--- src/design/pci_consts.svh ---
`ifndef PCI_CONSTS_SVH
`define PCI_CONSTS_SVH

// Program memory geometry
`define PCI_MEM_WORDS   256
`define PCI_ADDR_BITS   8

// Host frame is opcode + 4 address bytes + 4 data bytes
`define PCI_FRAME_BYTES 9

// Link flow control
`define PCI_RX_DEPTH    4     // Also the host's starting credits
`define PCI_TX_CREDITS  2

// Opcodes and status
`define PCI_OP_WRITE    8'h01
`define PCI_OP_READ     8'h02
`define PCI_OP_RUN      8'h03
`define PCI_RSP_ERR     8'hEE

`endif

--- src/design/pci_pkg.sv ---
`include "pci_consts.svh"

package pci_pkg;

    typedef logic [31:0]                 word_t;
    typedef logic [7:0]                  byte_t;
    typedef logic [`PCI_ADDR_BITS-1:0]   mem_addr_t;    // Word index
    typedef logic [31:0]                 cycle_count_t;

    // One decoded host frame
    typedef struct packed {
        byte_t opcode;
        word_t addr;
        word_t data;      // Write data or run length
    } cmd_t;

    // Reply to the host, status first on the wire
    typedef struct packed {
        byte_t status;
        word_t data;
        logic  has_data;  // Only READ carries a word
    } rsp_t;

    typedef enum logic [1:0] {
        IDLE,
        MEM,
        RUN,
        REPLY
    } ctrl_state_t;

endpackage

--- src/design/rsp_tx.sv ---
`timescale 1ns/1ps
`include "pci_consts.svh"

module rsp_tx (
    input  logic            sys_clk,
    input  logic            reset_i,
    input  logic            rsp_valid_i,
    input  pci_pkg::rsp_t   rsp_i,
    output logic            rsp_ready_o,
    output logic            tx_valid_o,
    output pci_pkg::byte_t  tx_byte_o,
    input  logic            tx_credit_i
);

    localparam int CRED_BITS = $clog2(`PCI_TX_CREDITS + 1);

    logic [CRED_BITS-1:0] credits;
    logic                 busy;
    logic [2:0]           bytes_left;  // 1 or 5 at start
    logic [39:0]          shift_q;     // Status in the low byte, then data LSB first
    logic                 send;

    assign rsp_ready_o = !busy;
    assign send        = busy && (credits != '0);
    assign tx_valid_o  = send;
    assign tx_byte_o   = shift_q[7:0];

    always_ff @(posedge sys_clk) begin
        if (rsp_valid_i && rsp_ready_o) begin
            shift_q <= {rsp_i.data, rsp_i.status};
        end else if (send) begin
            shift_q <= {8'h00, shift_q[39:8]};
        end
    end

    always_ff @(posedge sys_clk) begin
        if (reset_i) begin
            busy       <= 1'b0;
            bytes_left <= '0;
        end else if (rsp_valid_i && rsp_ready_o) begin
            busy       <= 1'b1;
            bytes_left <= rsp_i.has_data ? 3'd5 : 3'd1;
        end else if (send) begin
            bytes_left <= bytes_left - 1'b1;
            if (bytes_left == 3'd1) busy <= 1'b0;
        end
    end

    // Spend on send, refill on credit pulse
    always_ff @(posedge sys_clk) begin
        if (reset_i) begin
            credits <= CRED_BITS'(`PCI_TX_CREDITS);
        end else begin
            case ({send, tx_credit_i})
                2'b10:   credits <= credits - 1'b1;
                2'b01:   credits <= credits + 1'b1;
                default: credits <= credits;   // Both or neither
            endcase
        end
    end

endmodule

--- config.mk ---
export PLATFORM = sky130hd
export DESIGN_NAME = rsp_tx
export DESIGN_NICKNAME = d
export VERILOG_FILES = /design/src/design/pci_pkg.sv /design/src/design/rsp_tx.sv
export VERILOG_INCLUDE_DIRS = /design/src /design/src/design
export SDC_FILE = /design/constraint.sdc
export NUM_CORES = 1
export LEC_CHECK = 0
export ABC_AREA = 1
export ABC_CLOCK_PERIOD_IN_PS = 1600
export BUFFER_PORTS_ARGS = -buffer_cell sky130_fd_sc_hd__buf_2
export CAP_MARGIN = 20
export CORE_ASPECT_RATIO = 2
export CORE_MARGIN = 2
export CORE_UTILIZATION = 52
export DETAILED_ROUTE_END_ITERATION = 16
export PLACE_DENSITY = 0.76
export SLEW_MARGIN = 5
export SYNTH_ARGS = -nofsm -noshare
export SYNTH_HDL_FRONTEND = slang
export SYNTH_SLANG_ARGS = --single-unit
--- constraint.sdc ---
create_clock -name sys_clk -period 1.6 [get_ports sys_clk]
set_input_delay 0.08 -clock sys_clk [delete_from_list [all_inputs] [get_ports sys_clk]]
set_output_delay 0.08 -clock sys_clk [all_outputs]
set_load 0.1 [all_outputs]
## Yosys cells after proc, flatten, opt, wreduce, memory -nomap -nowiden

Index checks and enable logic that the tools add are counted.

- Add/subtract/negate cells: 3
- Equality and inequality tests: 3
- Muxes and demuxes: 9
- Reductions and logical operators: 8

Operators by type and width:

| kind | count |
|---|---|
| 40-bit 2-to-1 mux | 2 |
| 3-bit 2-to-1 mux | 3 |
| 2-bit nonzero test | 4 |
| 2-bit one-hot mux with 2 select lines | 1 |
| 3-bit by 1-bit equality test with 1-bit output, second input constant | 1 |
| 1-bit 2-to-1 mux | 3 |
| 3-bit by 1-bit subtractor with 3-bit output, second input constant | 1 |
| 2-bit by 1-bit adder with 2-bit output, second input constant | 1 |
| 2-bit by 1-bit equality test with 1-bit output, second input constant | 1 |
| 2-bit equality test, second input constant | 1 |
| 1-bit logical AND | 2 |
| 2-bit AND reduction | 1 |
| 2-bit by 1-bit subtractor with 2-bit output, second input constant | 1 |
| 1-bit logical NOT | 1 |

- Flip-flop bits (word level): 46
- Logic and storage cells: 27

## Depth between registers and ports, before layout

- Depth after elaboration: 4
- Depth in mapped cells: 7
- Gate-level depth less buffers: 7

## Least setup slack after synthesis

No wires, ideal clock.

- Path type: reg-to-reg
- Start: reg busy
- End: reg shift_q[0], enable pin
- Library setup time: 0.380 ns
- Data arrival time: 1.447 ns
- Required time: 1.220 ns
- Slack: -0.227 ns
- Cell stages (with the launch flop): 4
- Path buffers: 0
- Clock period less this slack: 1.827 ns
- Cell sequence: dfxtp_1 > inv_2 > nand2_4 > nand2_2

- Cells in the longest elaborated chain, start to end: 3
- Elaborated cells between the ends (all ways): 4
- Those cells by class: reduce/logical (4)

RTL lines:

| element | line | text |
|---|---|---|
| from (decl) | rsp_tx.sv:18 | `logic busy;` |
| from (signal assigned) | rsp_tx.sv:38 | `busy <= 1'b0;` |
| from (signal assigned) | rsp_tx.sv:41 | `busy <= 1'b1;` |
| from (signal assigned) | rsp_tx.sv:45 | `if (bytes_left == 3'd1) busy <= 1'b0;` |
| 1-bit logical NOT | rsp_tx.sv:23 | `assign rsp_ready_o = !busy;` |
| via rsp_ready_o | rsp_tx.sv:9 | `output logic rsp_ready_o,` |
| 1-bit logical AND | rsp_tx.sv:29 | `if (rsp_valid_i && rsp_ready_o) begin` |
| 2-bit nonzero test (no source line) | -- |  |
| to (signal assigned) | rsp_tx.sv:30 | `shift_q <= {rsp_i.data, rsp_i.status};` |
| to (signal assigned) | rsp_tx.sv:32 | `shift_q <= {8'h00, shift_q[39:8]};` |
| to (decl) | rsp_tx.sv:20 | `logic [39:0] shift_q;` |

The timed path passes the listed nets, and every way through them passes these cells.
A chain may end at the register's enable or synchronous reset.

## Final worst setup path

- Start: reg busy
- End: out tx_valid_o

- Cells in the longest elaborated chain, start to end: 1

RTL lines:

| element | line | text |
|---|---|---|
| 1-bit logical AND | rsp_tx.sv:24 | `assign send = busy && (credits != '0);` |
| to (decl) | rsp_tx.sv:10 | `output logic tx_valid_o,` |

Every way passes these cells.

==> results.sh <==
export IMPL_globalRouteOverflowTotal=0
export IMPL_clkLatencyLatePin_ns=0.29
export IMPL_cellLeakagePower_nw=1.22
export IMPL_synth_sequential_area_ratio_pct=62.9
export IMPL_setup_viol=0
export IMPL_setup_total_negative_slack_ns=0
export IMPL_power_per_cell_area_mw_per_mm2=1200
export IMPL_synth_largest_type_area_fraction_pct=57.1
export IMPL_die_x_um=49.0
export IMPL_cts_max_path_buffers=2
export IMPL_synthesis_nets=266
export IMPL_grt_antenna_before_repair=0
export IMPL_timing_worst_slew_pin_value_ns=0.484
export IMPL_grt_setup_unrepaired="no"
export IMPL_max_vdd_ir_drop_uv=978
export IMPL_regToRegStartpoint="busy"
export IMPL_outcome="finished clean"
export IMPL_cts_buffers_inserted=5
export IMPL_critPathCapture="tx_valid_o"
export IMPL_synthesis_area_sq_mm=0.00210
export IMPL_routed_wl_mm=3.28
export IMPL_post_drt_wl_per_cell_um=10.2
export IMPL_maxClockFrequency_mhz=681
export IMPL_port_buffers=54
export IMPL_source_of_the_critical_timing_path="busy"
export IMPL_ys_ff_latch=46
export IMPL_antenna_cells=0
export IMPL_setup_slack_ns=0.131
export IMPL_r2r_end="credits[1]"
export IMPL_io_pins=55
export IMPL_hpwlAfterDp_mm=2.19
export IMPL_finalWeightedCongestion=0.733
export IMPL_timing_critical_path_to_type="primary output"
export IMPL_grt_pass1_wl_mm=5.42
export IMPL_postLayoutCoreUtil_pct=63.5
export IMPL_arrival_ns=1.39
export IMPL_launch_point_of_the_worst_hold_path="rsp_i[21]"
export IMPL_regToRegSetupSlack_ns=0.18
export IMPL_layout_cells_most_common="sky130_fd_sc_hd__nand2_1"
export IMPL_die_height_um=93.9
export IMPL_numClockSinks=46
export IMPL_ys_warnings_count=0
export IMPL_route_detailed_vias_per_inst=4.62
export IMPL_area_contributors_post_synth="sky130_fd_sc_hd__edfxtp_1, sky130_fd_sc_hd__nand2_1, sky130_fd_sc_hd__dfxtp_1, sky130_fd_sc_hd__inv_1, sky130_fd_sc_hd__buf_4"
export IMPL_detail_route_antenna_nets=0
export IMPL_slew_limit_headroom_pct=68.0
export IMPL_grt_util_all_layers_pct=15.5
export IMPL_hold_violations=0
export IMPL_area_growth_syn_to_layout_pct=17.3
export IMPL_cp_cell_sequence="o21ai_2 > inv_2 > clkbuf_4"
export IMPL_post_place_ws_ns=0.210
export IMPL_crit_path_max_incr_delay_ns=0.49
export IMPL_netlist_cell_type_count=20
export IMPL_criticalPathCategory="reg2out"
export IMPL_cts_htree_levels=2
export IMPL_ctsRootBufferMaster="sky130_fd_sc_hd__clkbuf_8"
export IMPL_finalMaxSlewViolations=0
export IMPL_core_area_sq_mm=0.00388
export IMPL_worst_ep_required_time_ns=1.52
export IMPL_syn_instance_count=218
export IMPL_timing_hold_ws_ns=0.0496
export IMPL_startpoint_type="flop"
export IMPL_design_power_total_mw=2.96
export IMPL_cp_max_fo=5
export IMPL_clock_tree_from_tritoncts="yes"
export IMPL_fp_dieArea_sq_mm=0.00460
export IMPL_final_period_minus_worst_setup_slack_ns=1.47
export IMPL_slowest_stage="sky130_fd_sc_hd__dfxtp_1"
export IMPL_setup_bufs_post_cts=0
export IMPL_fp_row_count=32
export IMPL_drive_above_1_share_pct=25.7
export IMPL_initial_core_util_pct=54.1
export IMPL_timing_hold_worst_class="in2reg"
export IMPL_first_global_vias=1354
export IMPL_final_min_period_over_clock_period_pct=91.8
export IMPL_yosys_area_top_type="sky130_fd_sc_hd__edfxtp_1"
export IMPL_final_nets=316
export IMPL_drt_pre_antenna_iters=4
export IMPL_reg2reg_depth=6
export IMPL_num_vias=1478
export IMPL_setup_clock_skew_after_layout_ns=0.00390
export IMPL_most_frequent_cells_in_the_layout="sky130_fd_sc_hd__nand2_1, sky130_fd_sc_hd__buf_2, sky130_fd_sc_hd__edfxtp_1, sky130_fd_sc_hd__inv_1, sky130_fd_sc_hd__nor2_1"
export IMPL_drt_iter0_drc=39
export IMPL_grt_max_degree=43
export IMPL_max_cap_viol_count=0
export IMPL_syn_avg_cell_area_sq_um=9.64
export IMPL_clk_transition_reported_paths_ns=0.08
export IMPL_drcViolationCount=0
-- Yosys cell counts --
library cell               number
sky130_fd_sc_hd__nor2_4         1
sky130_fd_sc_hd__xnor2_1        1
sky130_fd_sc_hd__nand4_1        1
sky130_fd_sc_hd__buf_6          4
sky130_fd_sc_hd__nor2_1        13
sky130_fd_sc_hd__a21oi_1        3
sky130_fd_sc_hd__nand2_4        1
sky130_fd_sc_hd__ha_1           3
sky130_fd_sc_hd__inv_1         19
sky130_fd_sc_hd__inv_2          2
sky130_fd_sc_hd__o21ai_0        3
sky130_fd_sc_hd__nand2_2        1
sky130_fd_sc_hd__nand3b_1       1
sky130_fd_sc_hd__buf_2          3
sky130_fd_sc_hd__nand3_1        3
sky130_fd_sc_hd__dfxtp_1        6
sky130_fd_sc_hd__edfxtp_1      40
sky130_fd_sc_hd__nand2_1      104
sky130_fd_sc_hd__buf_4          8
sky130_fd_sc_hd__o21ai_2        1
-- report_power, final --
group | leakage, nW | total (mW) | switching (mW) | internal, mW
Sequential | 0.452 | 1.59 | 0.0549 | 1.53
Combinational | 0.725 | 0.720 | 0.529 | 0.191
Clock | 0.0426 | 0.648 | 0.347 | 0.300
Total | 1.22 | 2.96 | 0.931 | 2.02
-- what timing repair did --
item,4_1_cts,5_1_grt
endpoints found under the hold margin,1,0
gates resized for setup,0,1
hold buffers,1,0
endpoints found under the setup margin,0,1
-- state kept, by name, indices dropped and copies added, names as in the netlist --
signal / flops
credits: 2
busy: 1
shift_q: 40
bytes_left: 3
-- metrics by stage --
step | instances | area, sq um
2_1_floorplan | 218 | 2110
3_3_place_gp | 311 | 2370
3_5_place_dp | 311 | 2370
4_1_cts | 320 | 2460
5_1_grt | 320 | 2460
6_report | 320 | 2460
-- logic make-up (layout without fill, tap and decap cells) --
logic type,after synthesis,count (layout),synth area share (%)
flops,46,46,62.9
buf+inv,36,87,9.46
compound gates,7,7,1.84
simple gates,125,125,23.6
fa+ha+maj,3,3,1.79
xor+xnor,1,1,0.417
-- how the worst min path moves through the flow --
| stage | end | slack, ns | cells past startpoint |
|---|---|---|---|
| after CTS | shift_q[28] | 0.04 | 3 |
| after floorplan | bytes_left[1] | 0.15 | 1 |
| after global placement | bytes_left[1] | 0.27 | 2 |
| final | shift_q[28] | 0.05 | 3 |
| after global routing | shift_q[5] | 0.05 | 3 |
| after detailed placement | bytes_left[1] | 0.27 | 2 |
-- cell type report --
type,count,area [sq um]
tap,51,63.8
sequential,46,1320
clock buffer,6,72.6
clock inverter,2,8.76
timing repair buffer,58,330
multi-input combinational,136,587
inverter,21,81.3
fill,347,1420
-- critical path: cells and delay by family (launching register included) --
kind                   cells  cell delay [ns]
buffers and inverters      2             0.43
AOI/OAI and AO/OA          1             0.18
DFF                        1             0.49
-- metal layers --
layer,vias to the layer above,GRT usage (%),part of all wire (%)
met4,0,7.86,2.4
met2,43,28.2,52
met5,-,0,0
li1,775,-,-
met1,653,16.5,41
met3,7,3.50,5.0
Note: power is estimated with default switching activity, not from simulation.
