`config.mk`:
```
export PLATFORM = sky130hd
export DESIGN_NAME = cmd_rx
export DESIGN_NICKNAME = d
export VERILOG_FILES = /design/src/design/pci_pkg.sv /design/src/design/cmd_rx.sv
export VERILOG_INCLUDE_DIRS = /design/src /design/src/design
export SDC_FILE = /design/constraint.sdc
export NUM_CORES = 1
export LEC_CHECK = 0
export ABC_AREA = 0
export BUFFER_PORTS_ARGS = -buffer_cell sky130_fd_sc_hd__buf_4
export CORE_ASPECT_RATIO = 0.75
export CORE_MARGIN = 10
export CORE_UTILIZATION = 30
export DETAILED_ROUTE_END_ITERATION = 6
export GPL_TIMING_DRIVEN = 0
export PLACE_DENSITY = 0.46
export REMOVE_ABC_BUFFERS = 1
export SLEW_MARGIN = 10
export SYNTH_ARGS = -nofsm -noshare
export SYNTH_HDL_FRONTEND = slang
export SYNTH_SLANG_ARGS = --single-unit
```
`constraint.sdc`:
```
create_clock -name sys_clk -period 6.05 [get_ports sys_clk]
set_clock_uncertainty 0.15 [all_clocks]
set_input_delay 1.21 -clock sys_clk [delete_from_list [all_inputs] [get_ports sys_clk]]
set_output_delay 1.21 -clock sys_clk [all_outputs]
set_load 0.005 [all_outputs]
```
`src/design/pci_consts.svh`:
```
`ifndef PCI_CONSTS_SVH
`define PCI_CONSTS_SVH

// Program memory geometry
`define PCI_MEM_WORDS   256
`define PCI_ADDR_BITS   8

// Host frame is opcode + 4 address bytes + 4 data bytes
`define PCI_FRAME_BYTES 9

// Link flow control
`define PCI_RX_DEPTH    4     // Also the host's starting credits
`define PCI_TX_CREDITS  2

// Opcodes and status
`define PCI_OP_WRITE    8'h01
`define PCI_OP_READ     8'h02
`define PCI_OP_RUN      8'h03
`define PCI_RSP_ERR     8'hEE

`endif

```
`src/design/pci_pkg.sv`:
```
`include "pci_consts.svh"

package pci_pkg;

    typedef logic [31:0]                 word_t;
    typedef logic [7:0]                  byte_t;
    typedef logic [`PCI_ADDR_BITS-1:0]   mem_addr_t;    // Word index
    typedef logic [31:0]                 cycle_count_t;

    // One decoded host frame
    typedef struct packed {
        byte_t opcode;
        word_t addr;
        word_t data;      // Write data or run length
    } cmd_t;

    // Reply to the host, status first on the wire
    typedef struct packed {
        byte_t status;
        word_t data;
        logic  has_data;  // Only READ carries a word
    } rsp_t;

    typedef enum logic [1:0] {
        IDLE,
        MEM,
        RUN,
        REPLY
    } ctrl_state_t;

endpackage

```
`src/design/cmd_rx.sv`:
```
`timescale 1ns/1ps
`include "pci_consts.svh"

module cmd_rx (
    input  logic            sys_clk,
    input  logic            reset_i,
    input  logic            rx_valid_i,
    input  pci_pkg::byte_t  rx_byte_i,
    output logic            rx_credit_o,
    output logic            cmd_valid_o,
    output pci_pkg::cmd_t   cmd_o,
    input  logic            cmd_ready_i
);

    localparam int PTR_BITS = $clog2(`PCI_RX_DEPTH);
    localparam int CNT_BITS = $clog2(`PCI_FRAME_BYTES);

    pci_pkg::byte_t      fifo_q [`PCI_RX_DEPTH];
    logic [PTR_BITS-1:0] wr_ptr;
    logic [PTR_BITS-1:0] rd_ptr;
    logic [PTR_BITS:0]   fill;
    logic                pop;

    logic [CNT_BITS-1:0] byte_cnt;
    pci_pkg::byte_t      opcode_q;
    logic [63:0]         payload_q;   // {data, addr}, filled from the top down

    // Hold off the assembler while a finished frame waits
    assign pop         = (fill != '0) && !cmd_valid_o;
    assign rx_credit_o = pop;         // One credit back per byte drained

    // Host only sends with a credit in hand, so no overflow check here
    always_ff @(posedge sys_clk) begin
        if (rx_valid_i) begin
            fifo_q[wr_ptr] <= rx_byte_i;
        end
    end

    always_ff @(posedge sys_clk) begin
        if (reset_i) begin
            wr_ptr <= '0;
            rd_ptr <= '0;
            fill   <= '0;
        end else begin
            if (rx_valid_i) wr_ptr <= wr_ptr + 1'b1;
            if (pop)        rd_ptr <= rd_ptr + 1'b1;
            case ({rx_valid_i, pop})
                2'b10:   fill <= fill + 1'b1;
                2'b01:   fill <= fill - 1'b1;
                default: fill <= fill;
            endcase
        end
    end

    // Frame assembly, address and data arrive LSB first
    always_ff @(posedge sys_clk) begin
        if (pop) begin
            if (byte_cnt == '0) begin
                opcode_q <= fifo_q[rd_ptr];
            end else begin
                payload_q <= {fifo_q[rd_ptr], payload_q[63:8]};
            end
        end
    end

    always_ff @(posedge sys_clk) begin
        if (reset_i) begin
            byte_cnt    <= '0;
            cmd_valid_o <= 1'b0;
        end else begin
            if (cmd_valid_o && cmd_ready_i) begin
                cmd_valid_o <= 1'b0;
            end
            if (pop) begin
                if (byte_cnt == CNT_BITS'(`PCI_FRAME_BYTES - 1)) begin
                    byte_cnt    <= '0;
                    cmd_valid_o <= 1'b1;   // Ninth byte lands this cycle
                end else begin
                    byte_cnt <= byte_cnt + 1'b1;
                end
            end
        end
    end

    assign cmd_o.opcode = opcode_q;
    assign cmd_o.addr   = payload_q[31:0];
    assign cmd_o.data   = payload_q[63:32];

endmodule

```
After elaboration in Yosys (flattened, before gate mapping)
Memory sizes are Yosys's and may differ from the RTL's. A register that Yosys moved wholly into a read port is not among the register bits. Cells that the tools add are included.

Add/subtract/negate cells: 5. Multipliers: 0. Divide/modulo/power cells: 0. Order comparisons: 0. Equality and inequality tests: 3. Shifts and indexed selects: 0. Muxes and demuxes: 9. Bitwise logic cells: 1. Reductions and logical operators: 8.

Operators with widths (count): 3-bit one-hot mux with 2 select lines (1); 1-bit 2-to-1 mux (5); 2-bit by 1-bit adder with 2-bit output (second input constant) (2); 4-bit by 1-bit adder with 4-bit output (second input constant) (1); 4-bit == test (second input constant) (1); 4-bit logical NOT (1); 2-bit 2-to-1 mux (2); 4-bit 2-to-1 mux (1); 2-bit AND reduction (2); 3-bit by 1-bit adder with 3-bit output (second input constant) (1); 3-bit nonzero test (1); 3-bit by 1-bit subtractor with 3-bit output (second input constant) (1); 2-bit by 1-bit == test with 1-bit output (second input constant) (1); 2-bit == test (second input constant) (1); 1-bit logical AND (2); 2-bit nonzero test (1); 1-bit logical NOT (1); 1-bit inverter (1).

Bits in registers: 84. Bits in latches: 0. Memory bits (writable): 32. Memory bits (read-only): 0. Input port bits: 12. Output and inout port bits: 74. Logic and storage cells: 34. Memories: 1.

Memories: fifo_q (depth 4, bits a word 8, rd ports 1, clocked after Yosys merged registers in 1, write ports 1, RTL line cmd_rx.sv:18) `` pci_pkg::byte_t fifo_q [`PCI_RX_DEPTH]; ``.

Depth between registers and ports, before layout
Gate-level depths: netlist of run 1.

Depth in word-level cells: 4. Depth in mapped cells: 8. Mapped depth without buffers: 8.

Worst setup path before layout of run 1
Ideal clock, no wire load.

Path type: flip-flop to flip-flop. From: reg byte_cnt[3]. To: reg payload_q[0] (enable). Library setup time: 0.524 ns. Arrival time: 3.891 ns. Required time: 5.376 ns. Slack: 1.485 ns. Cell stages (with the launch flop): 3. Path buffers: 0. Clock period less this slack: 4.565 ns. Cell sequence: dfxtp_1 > inv_1 > a31oi_1.

Word-level cells in the longest chain between the ends: 3.

RTL lines: start: declaration (RTL line cmd_rx.sv:24) `logic [CNT_BITS-1:0] byte_cnt;`; start signal: assignment (RTL line cmd_rx.sv:79) `byte_cnt <= byte_cnt + 1'b1;`; 4-bit logical NOT (RTL line cmd_rx.sv:58) `if (byte_cnt == '0) begin`; 1-bit inverter (no source line); 2-bit AND reduction (no source line); end signal: assignment (RTL line cmd_rx.sv:61) `payload_q <= {fifo_q[rd_ptr], payload_q[63:8]};`; end: declaration (RTL line cmd_rx.sv:26) `logic [63:0] payload_q;`.

Every way passes these cells. A chain may end at the register's enable or synchronous reset.

Worst setup path after layout of run 1
From: reg fill[0]. To: out rx_credit_o.

Word-level cells in the longest chain between the ends: 2.

RTL lines: start: declaration (RTL line cmd_rx.sv:21) `logic [PTR_BITS:0] fill;`; start signal: assignment (RTL line cmd_rx.sv:48) `2'b10: fill <= fill + 1'b1;`; start signal: assignment (RTL line cmd_rx.sv:49) `2'b01: fill <= fill - 1'b1;`; start signal: assignment (RTL line cmd_rx.sv:50) `default: fill <= fill;`; 3-bit nonzero test (RTL line cmd_rx.sv:29) `assign pop = (fill != '0) && !cmd_valid_o;`; 1-bit logical AND (RTL line cmd_rx.sv:29); end: declaration (RTL line cmd_rx.sv:9) `output logic rx_credit_o,`.

Every way passes these cells.

==> impl_metrics.yaml, run 1 <==
logic_synthesis:
  synth_xor_area_frac: 0.00652
  synth-adder-area-share: 0.0267
  synthCells: 192
  synthTopCellsByArea: "edfxtp_1, dfxtp_1, mux4_2"
  synth-simple-area-share: 0.0335
  yosysWarnings: 0
  synth_top_family_by_area: "multiplexers"
  yosysUniqueCellTypes: 33
  synth_compound_area_frac: 0.0270
  synth_largest_area_cell: "edfxtp_1"
  synthMuxAreaShare: 0.0497
  synth-seq-cells: 118
  synth_seq_area_share: 0.844
  syn_area_sq_um: 4030
  syn_area_per_cell_sq_um: 21.0
  synth_top_area_frac: 0.775
clock_network:
  ctsResizeCount: 0
  cts_setup_buffers: 0
  ctsHoldBuffers: 0
  cts_tree: "yes"
  path_clk_slew_ps: 50
  clk_latency_ps: 400
  cts_root_buf: "clkbuf_16"
  cts-htree-levels: 4
  numClockSinks: 118
  numCtsBuffers: 17
  cts_buffer_depth: 2
pwr:
  switchingPower_uw: 717
  p_int_uw: 2110
  clockPowerShare: 0.342
  power_density_nw_per_um2: 514
  finalPower_uw: 2830
  p_leak_uw: 0.00200
  seqPwrFrac: 0.454
  combPwrFrac: 0.204
  swShare: 0.254
  ir_drop_uv: 240
timing:
  slew_viol_final: 0
  hold_viol_final: 0
  finalCritPeriodShare: 0.477
  setup_tns_ps: 0
  fmax_mhz: 347
  postLayoutSetupSlackWorst_ps: 3160
  worst_pin_slew_ps: 786
  finalSetupViolations: 0
  rsz0062_at_grt: "false"
  finalCriticalPeriod_ps: 2890
  max_slew_margin: 0.476
placed_design:
  placed_area_sq_um: 4930
  place_ws_ps: 3150
  hpwl_mm: 5.64
  port_buffers: 85
  gp_congestion: 0.695
layout:
  syn_to_final_growth_pct: 36.4
  drive_gt1_frac: 0.412
  finish.utilization: 0.421
  n_antenna_cell: 0
  final_nets: 315
  final_area_sq_um: 5500
worst_hold_path:
  hp-class: "reg2reg"
  hold_depth: 0
routing:
  wl_per_cell_microns: 16.9
  viasPerCell: 4.35
  drc: 0
  vias: 2076
  drtIter0Drc: 116
  first_pass_iters: 4
  routed_wl_mm: 8.07
  drtAntennaViolNets: 0
floorplanning:
  chipWidth_microns: 154
  core_sq_um: 13100
  dieHeight_microns: 120
  ios: 86
  dieArea_sq_um: 18500
  start_util: 0.309
  rows: 36
global_route:
  grt_pass1_wl_mm: 12.5
  grt_max_degree: 24
  gr-total-overflow: 0
  antenna_found_initial: 0
  grt_pass1_vias: 2186
  grt_usage: 0.0883
setup_path:
  reg2reg_depth: 8
  crit_chain: "or3_4 -> nand2_2 -> inv_2 -> buf_4"
  cp.required_ps: 4690
  cp_max_fo: 5
  slowest_stage: "or3_4"
  end_kind: "output port"
  worstPathArrival_ps: 1530
  start_kind: "flip-flop"
  critical_path.max_stage_delay_ps: 420
  critical_path_class: "reg2out"
run:
  drv_cap: 0
status:
  status: "finished clean"
cells in the mapped netlist:
library cell / instances
or3_1: 3
fa_1: 1
inv_2: 1
inv_1: 9
dfxtp_1: 14
a41o_1: 1
a21oi_1: 6
nand2_2: 1
o21ai_0: 4
buf_1: 1
edfxtp_1: 104
a211oi_1: 1
or3_4: 1
nor2_1: 6
ha_1: 7
o32ai_1: 1
nand3b_1: 1
and4_1: 1
mux4_2: 8
clkbuf_1: 1
nand3_1: 2
a31o_1: 1
nand2b_1: 1
or3_2: 1
xnor2_1: 2
a311oi_1: 2
a31oi_1: 1
nor3_1: 1
xor2_1: 1
buf_2: 1
and2_1: 4
mux2i_1: 2
nand4_1: 1
final cells by class:
type | count | area, sq um
clock buffer | 18 | 429
clock inverter | 12 | 138
fill | 1208 | 7560
inverter | 10 | 37.5
multi-input combinational | 61 | 593
sequential | 118 | 3400
tap | 171 | 214
timing repair buffer | 87 | 686
routing by layer:
| layer | up-vias | GRT usage | wire length [microns] |
|---|---|---|---|
| li1 | 966 | - | - |
| met1 | 1025 | 0.109 | 3730 |
| met2 | 73 | 0.129 | 3690 |
| met3 | 12 | 0.0386 | 549 |
| met4 | 0 | 0.0459 | 102 |
| met5 | - | 0 | 0 |
worst max-delay path: cells and delay by family, from the launching register on:
| family | cells | cell delay, ps |
|---|---|---|
| DFF | 1 | 350 |
| buffers and inverters | 2 | 220 |
| and+or+nand+nor | 2 | 550 |
power by group through the flow:
| stage | registers (uW) | clock network (uW) | logic [uW] |
|---|---|---|---|
| after floorplan | 1320 | 0 | 190 |
| after global placement | 1320 | 0 | 556 |
| after detailed placement | 1300 | 0 | 596 |
| after CTS | 1290 | 993 | 597 |
| after global routing | 1310 | 1030 | 634 |
| final | 1280 | 967 | 577 |
layout by cell type (no fill, tap or decap), types with 2 or more instances in the layout:
master / count
or3_1: 3
a311oi_1: 2
edfxtp_1: 104
mux4_2: 8
buf_4: 85
xnor2_1: 2
clkinv_1: 3
o21ai_0: 4
a21oi_1: 6
clkinv_2: 4
and2_1: 4
bufinv_16: 3
dfxtp_1: 14
nor2_1: 6
clkbuf_16: 17
mux2i_1: 2
inv_1: 9
nand3_1: 2
ha_1: 7
worst paths after layout:
check	startpoint	to	slack (ps)
max	fill[0]	rx_credit_o	3160
min	payload_q[41]	payload_q[33]	300
max reg2reg	fill[0]	fill[2]	3560
min reg2reg	payload_q[41]	payload_q[33]	300
logic make-up (layout without fill, tap and decap cells):
kind of cell	Yosys count	after routing
DFF	118	118
and+or+nand+nor	23	23
AOI/OAI and AO/OA	17	17
buffers and inverters	13	127
muxes	10	10
adders and majority gates	8	8
xor gates and xnor gates	3	3
sequential cells by signal, indices dropped and copies added (netlist names), named ones only:
| register | count |
|---|---|
| payload_q | 64 |
| fifo_q | 32 |
| opcode_q | 8 |
| byte_cnt | 4 |
| fill | 3 |
| rd_ptr | 2 |
| wr_ptr | 2 |
| cmd_valid_o | 1 |
per-stage QoR:
| step | hold WS [ps] | std cells |
|---|---|---|
| after global placement | 283 | 445 |
| after floorplan | 302 | 189 |
| after global routing | 303 | 477 |
| after detailed placement | 284 | 447 |
| after CTS | 297 | 477 |
| final | 297 | 477 |
No activity file was read; power rests on OpenSTA's default activity.
==> run 2, diff against run 1 <==
--- a/config.mk
+++ b/config.mk
@@ -13,7 +13,7 @@
 export CORE_UTILIZATION = 30
 export DETAILED_ROUTE_END_ITERATION = 6
 export GPL_TIMING_DRIVEN = 0
-export PLACE_DENSITY = 0.46
+export PLACE_DENSITY = 0.48
 export REMOVE_ABC_BUFFERS = 1
 export SLEW_MARGIN = 10
 export SYNTH_ARGS = -nofsm -noshare
==> constraint.sdc (replaced) <==
create_clock -name sys_clk -period 2.3 [get_ports sys_clk]
set_clock_uncertainty 0.15 [all_clocks]
set_input_delay 0.46 -clock sys_clk [delete_from_list [all_inputs] [get_ports sys_clk]]
set_output_delay 0.46 -clock sys_clk [all_outputs]
set_load 0.005 [all_outputs]
==> run 2 against run 1 <==
Effect of this change: via count grew 1.6%; global-route usage down 0.18 points; non-clock buffer count increased by 4; largest power group unchanged; wire length decreased by 1.1%; final area grew 2.5%; worst hold slack worse by 180 ps; sequential share of layout area down 1.4 points; highest routed layer unchanged; die area unchanged; count of clock-buffer cells in the layout unchanged; setup slack got worse by 3000 ps; critical path depth up 4; register-to-register slack lost 3400 ps.
==> impl_metrics.yaml, run 2 (synthesis results as in run 1) <==
layout:
  final_nets: 319
  final_area_sq_um: 5640
  layout_commonest_cell: "edfxtp_1"
  reg_top3: "payload_q x64, fifo_q x32, opcode_q x8"
  n_antenna_cell: 0
  final_cell_mix: "edfxtp_1, buf_4, clkbuf_16"
  syn_to_final_growth_pct: 39.8
  regMostFlops: "payload_q"
  largest_reg_flops: 64
  finish.utilization: 0.432
  fillers: 1192
  drive_gt1_frac: 0.447
setup_path:
  cp.required_ps: 2490
  start_kind: "flip-flop"
  rr_startpoint: "fill[0]"
  rr_endpoint: "fill[2]"
  r2r_slack_ps: 140
  reg2reg_depth: 8
  crit_path_start: "fill[0]"
  crit_path_end: "fill[2]"
  cp_max_fo: 5
  critical_path_class: "reg2reg"
  worstPathArrival_ps: 2350
  end_kind: "flip-flop"
clock_network:
  cts_tree: "yes"
  clk_latency_ps: 400
  numClockSinks: 118
  numCtsBuffers: 17
  cts-htree-levels: 4
  path_clk_slew_ps: 50
  cts_buffer_depth: 2
  cts_root_buf: "clkbuf_16"
  ctsHoldBuffers: 0
placed_design:
  gp_congestion: 0.712
  hpwl_mm: 5.63
  place_ws_ps: -206
  port_buffers: 85
  placed_area_sq_um: 4970
global_route:
  gr-total-overflow: 0
  antenna_found_initial: 0
  grt_max_degree: 25
  grt_pass1_vias: 2173
  grt_pass1_wl_mm: 12.2
  grt_usage: 0.0865
floorplanning:
  chipWidth_microns: 154
  ios: 86
  dieHeight_microns: 120
  start_util: 0.309
  rows: 36
  core_sq_um: 13100
  dieArea_sq_um: 18500
pwr:
  ir_drop_uv: 556
  finalPower_uw: 7720
  power_density_nw_per_um2: 1370
  p_leak_uw: 0.00205
routing:
  vias: 2110
  viasPerCell: 4.38
  wl_per_cell_microns: 16.6
  drc: 0
  drtAntennaViolNets: 0
  first_pass_iters: 4
  drtIter0Drc: 93
  routed_wl_mm: 7.98
worst_hold_path:
  hp-class: "in2reg"
status:
  status: "finished clean"
timing:
  finalCritPeriodShare: 0.941
  finalCriticalPeriod_ps: 2160
  worst_pin_slew_ps: 606
  rsz0062_at_grt: "false"
  hold_viol_final: 0
  max_slew_margin: 0.593
  finalSetupViolations: 0
  slew_viol_final: 0
  setup_tns_ps: 0
  postLayoutSetupSlackWorst_ps: 136
  fmax_mhz: 462
run:
  drv_cap: 0
==> run 2: per-stage QoR <==
stage,std cells,hold slack (ps)
finish,482,112
global route,482,95.8
global placement,445,283
floorplan,189,302
detailed placement,448,284
CTS,481,94.9
==> run 2: worst min-delay path by stage <==
| stage | slack (ps) | end | cells after the start | startpoint |
|---|---|---|---|---|
| 2_1_floorplan | 300 | payload_q[0] | 0 | payload_q[8] |
| 3_3_place_gp | 280 | payload_q[23] | 0 | payload_q[31] |
| 3_5_place_dp | 280 | payload_q[18] | 0 | payload_q[26] |
| 4_1_cts | 90 | fifo_q[2][2] | 1 | rx_byte_i[2] |
| 5_1_grt | 100 | fifo_q[1][3] | 1 | rx_byte_i[3] |
| 6_report | 110 | fifo_q[2][2] | 1 | rx_byte_i[2] |
==> run 2: routing by layer <==
| layer | share of wire | routed length (microns) | track usage |
|---|---|---|---|
| met1 | 0.48 | 3830 | 0.111 |
| met2 | 0.45 | 3630 | 0.125 |
| met3 | 0.055 | 437 | 0.0393 |
| met4 | 0.011 | 84 | 0.0353 |
| met5 | 0 | 0 | 0 |
==> run 2: critical path, stage by stage (launching register included) <==
cell	delay, ps
dfxtp_4	360
or3_4	390
nand2_4	80
inv_4	50
ha_4	160
fa_2	330
xnor2_1	140
or3_4	330
a21oi_2	110
==> run 2: area by class of cell <==
cell class / instances / area, sq um / area share
Tap cell: 171 / 214 / 0.0380
Timing Repair Buffer: 91 / 743 / 0.132
Clock inverter: 13 / 181 / 0.0322
Sequential cell: 118 / 3410 / 0.605
Clock buffer: 18 / 429 / 0.0761
Inverter: 10 / 40.0 / 0.00710
Multi-Input combinational cell: 61 / 621 / 0.110
==> run 2: repair_timing <==
action | CTS | global route
gates resized for setup | 7 | 3
endpoints found under the setup margin | 1 | 1
buffers inserted | 2 | 1
pin swaps | 2 | 2
==> run 2: where the power goes <==
part           switching (uW)  internal (uW)
registers                 277           3100
clock network             888           1800
logic                     765            894
==> run 3, diff against run 2 <==
--- a/config.mk
+++ b/config.mk
@@ -9,11 +9,11 @@
 export ABC_AREA = 0
 export BUFFER_PORTS_ARGS = -buffer_cell sky130_fd_sc_hd__buf_4
 export CORE_ASPECT_RATIO = 0.75
-export CORE_MARGIN = 10
-export CORE_UTILIZATION = 30
+export CORE_MARGIN = 3
+export CORE_UTILIZATION = 48
 export DETAILED_ROUTE_END_ITERATION = 6
 export GPL_TIMING_DRIVEN = 0
-export PLACE_DENSITY = 0.48
+export PLACE_DENSITY = 0.71
 export REMOVE_ABC_BUFFERS = 1
 export SLEW_MARGIN = 10
 export SYNTH_ARGS = -nofsm -noshare
==> run 3 against run 2 <==
Effect of this change: count of clock-buffer cells in the layout rose by 1; sequential power about the same; clock power shrank 2%; setup slack got worse by 38 ps; non-clock buffer count is 9 higher; combinational power down 5%; fmax decreased by 1.7%; wire length fell by 11%; first-iteration DRC count fell by 34%; final area fell by 0.53%; sequential share of layout area is 0.35 points higher; via count grew 0.52%; critical endpoint unchanged; largest power group unchanged.
==> impl_metrics.yaml, run 3 (synthesis results as in run 1) <==
status:
  status: "finished clean"
global_route:
  gr-total-overflow: 0
  grt_usage: 0.159
  grt_pass1_vias: 2149
  grt_max_degree: 28
  grt_pass1_wl_mm: 11.3
  antenna_found_initial: 0
setup_path:
  cp_max_fo: 5
  rr_startpoint: "fill[2]"
  start_kind: "flip-flop"
  end_kind: "flip-flop"
  critical_path_class: "reg2reg"
  cp.required_ps: 2590
  worstPathArrival_ps: 2490
  crit_path_start: "fill[2]"
  r2r_slack_ps: 100
pwr:
  p_int_uw: 5710
  clockPowerShare: 0.347
  finalPower_uw: 7600
  ir_drop_uv: 660
  power_density_nw_per_um2: 1350
  swShare: 0.248
  switchingPower_uw: 1880
  combPwrFrac: 0.208
  p_leak_uw: 0.00206
  seqPwrFrac: 0.445
placed_design:
  hpwl_mm: 4.66
  dp_cells: 381
  port_buffers: 85
  gp_congestion: 0.741
clock_network:
  clk_latency_ps: 500
  path_clk_slew_ps: 60
  cts_buffer_depth: 2
  numClockSinks: 118
  cts-htree-levels: 4
  numCtsBuffers: 17
  cts_root_buf: "clkbuf_8"
  cts_tree: "yes"
layout:
  reg_top3: "payload_q x64, fifo_q x32, opcode_q x8"
  layout_commonest_cell: "edfxtp_1"
  final-instance-count-excl-fill: 426
  largest_reg_flops: 64
  regMostFlops: "payload_q"
  finish.utilization: 0.699
  syn_to_final_growth_pct: 39.1
  n_antenna_cell: 0
  final_cell_mix: "edfxtp_1, buf_4, clkbuf_16"
  final_nets: 328
  drive_gt1_frac: 0.436
run:
  drv_cap: 0
routing:
  routed_wl_mm: 7.12
  drtIter0Drc: 61
  drtAntennaViolNets: 0
  wl_per_cell_microns: 16.7
  first_pass_iters: 4
  vias: 2121
  viasPerCell: 4.98
  drc: 0
timing:
  finalCriticalPeriod_ps: 2200
  fmax_mhz: 454
  slew_viol_final: 0
  max_slew_margin: 0.612
  finalSetupViolations: 0
  finalCritPeriodShare: 0.957
  worst_pin_slew_ps: 578
  hold_viol_final: 0
  rsz0062_at_grt: "false"
worst_hold_path:
  min-delay-start: "cmd_ready_i"
  hp-class: "in2reg"
floorplanning:
  chipWidth_microns: 112
  rows: 28
  dieArea_sq_um: 9550
  start_util: 0.502
  core_sq_um: 8020
  ios: 86
  dieHeight_microns: 85.4
==> run 3: power groups by stage <==
stage	logic [uW]	registers (uW)	clock network [uW]
after floorplan	500	3400	0
after global placement	1110	3220	0
after detailed placement	1480	3430	0
after CTS	1570	3390	2700
after global routing	1700	3450	2810
final	1580	3380	2640
==> run 3: final cells by class <==
class / count / area [sq um]
inverters: 10 / 40.0
repair buffers: 100 / 803
clock inverters: 13 / 180
flip-flops and latches: 118 / 3410
fillers: 495 / 2420
well taps: 105 / 131
multi-input cells: 61 / 621
clock buffers: 19 / 422
==> run 3: worst paths after layout <==
| kind | end | cells past startpoint |
|---|---|---|
| worst min-delay path | cmd_valid_o | 3 |
| worst min register to register | payload_q[33] | 0 |
| worst max-delay path | fill[2] | 8 |
| worst max register to register | fill[2] | 8 |
==> run 3: worst max-delay path, cell delays in order (launching register included) <==
cell	delay (ps)
dfxtp_2	330
or3_4	410
nand2_4	90
inv_4	50
ha_4	160
fa_2	340
xnor2_1	140
or3_4	330
a21oi_2	130
==> run 3: metal layers <==
metal / vias to the layer above / track usage / wire, microns
met5: - / 0 / 0
met3: 9 / 0.0620 / 421
met2: 71 / 0.255 / 3530
met4: 0 / 0.0696 / 69
met1: 1049 / 0.194 / 3100
li1: 992 / - / -
==> run 3: stage by stage <==
step	setup TNS [ps]	instance area [sq um]	worst slack [ps]	hold slack [ps]
CTS	0	5580	8.55	44.0
global route	0	5610	64.4	37.8
detailed placement	-199	4850	-199	286
global placement	-235160	4790	-3670	281
floorplan	-145010	4020	-2270	302
finish	0	5610	97.8	68.4
==> run 3: timing repair <==
| action | CTS | global route |
|---|---|---|
| setup endpoints to repair | 1 | 28 |
| buffers inserted | 3 | 2 |
| pin swaps | 2 | 1 |
| hold buffers | 8 | 0 |
| hold endpoints to repair | 32 | 0 |
| resized for setup | 6 | 5 |
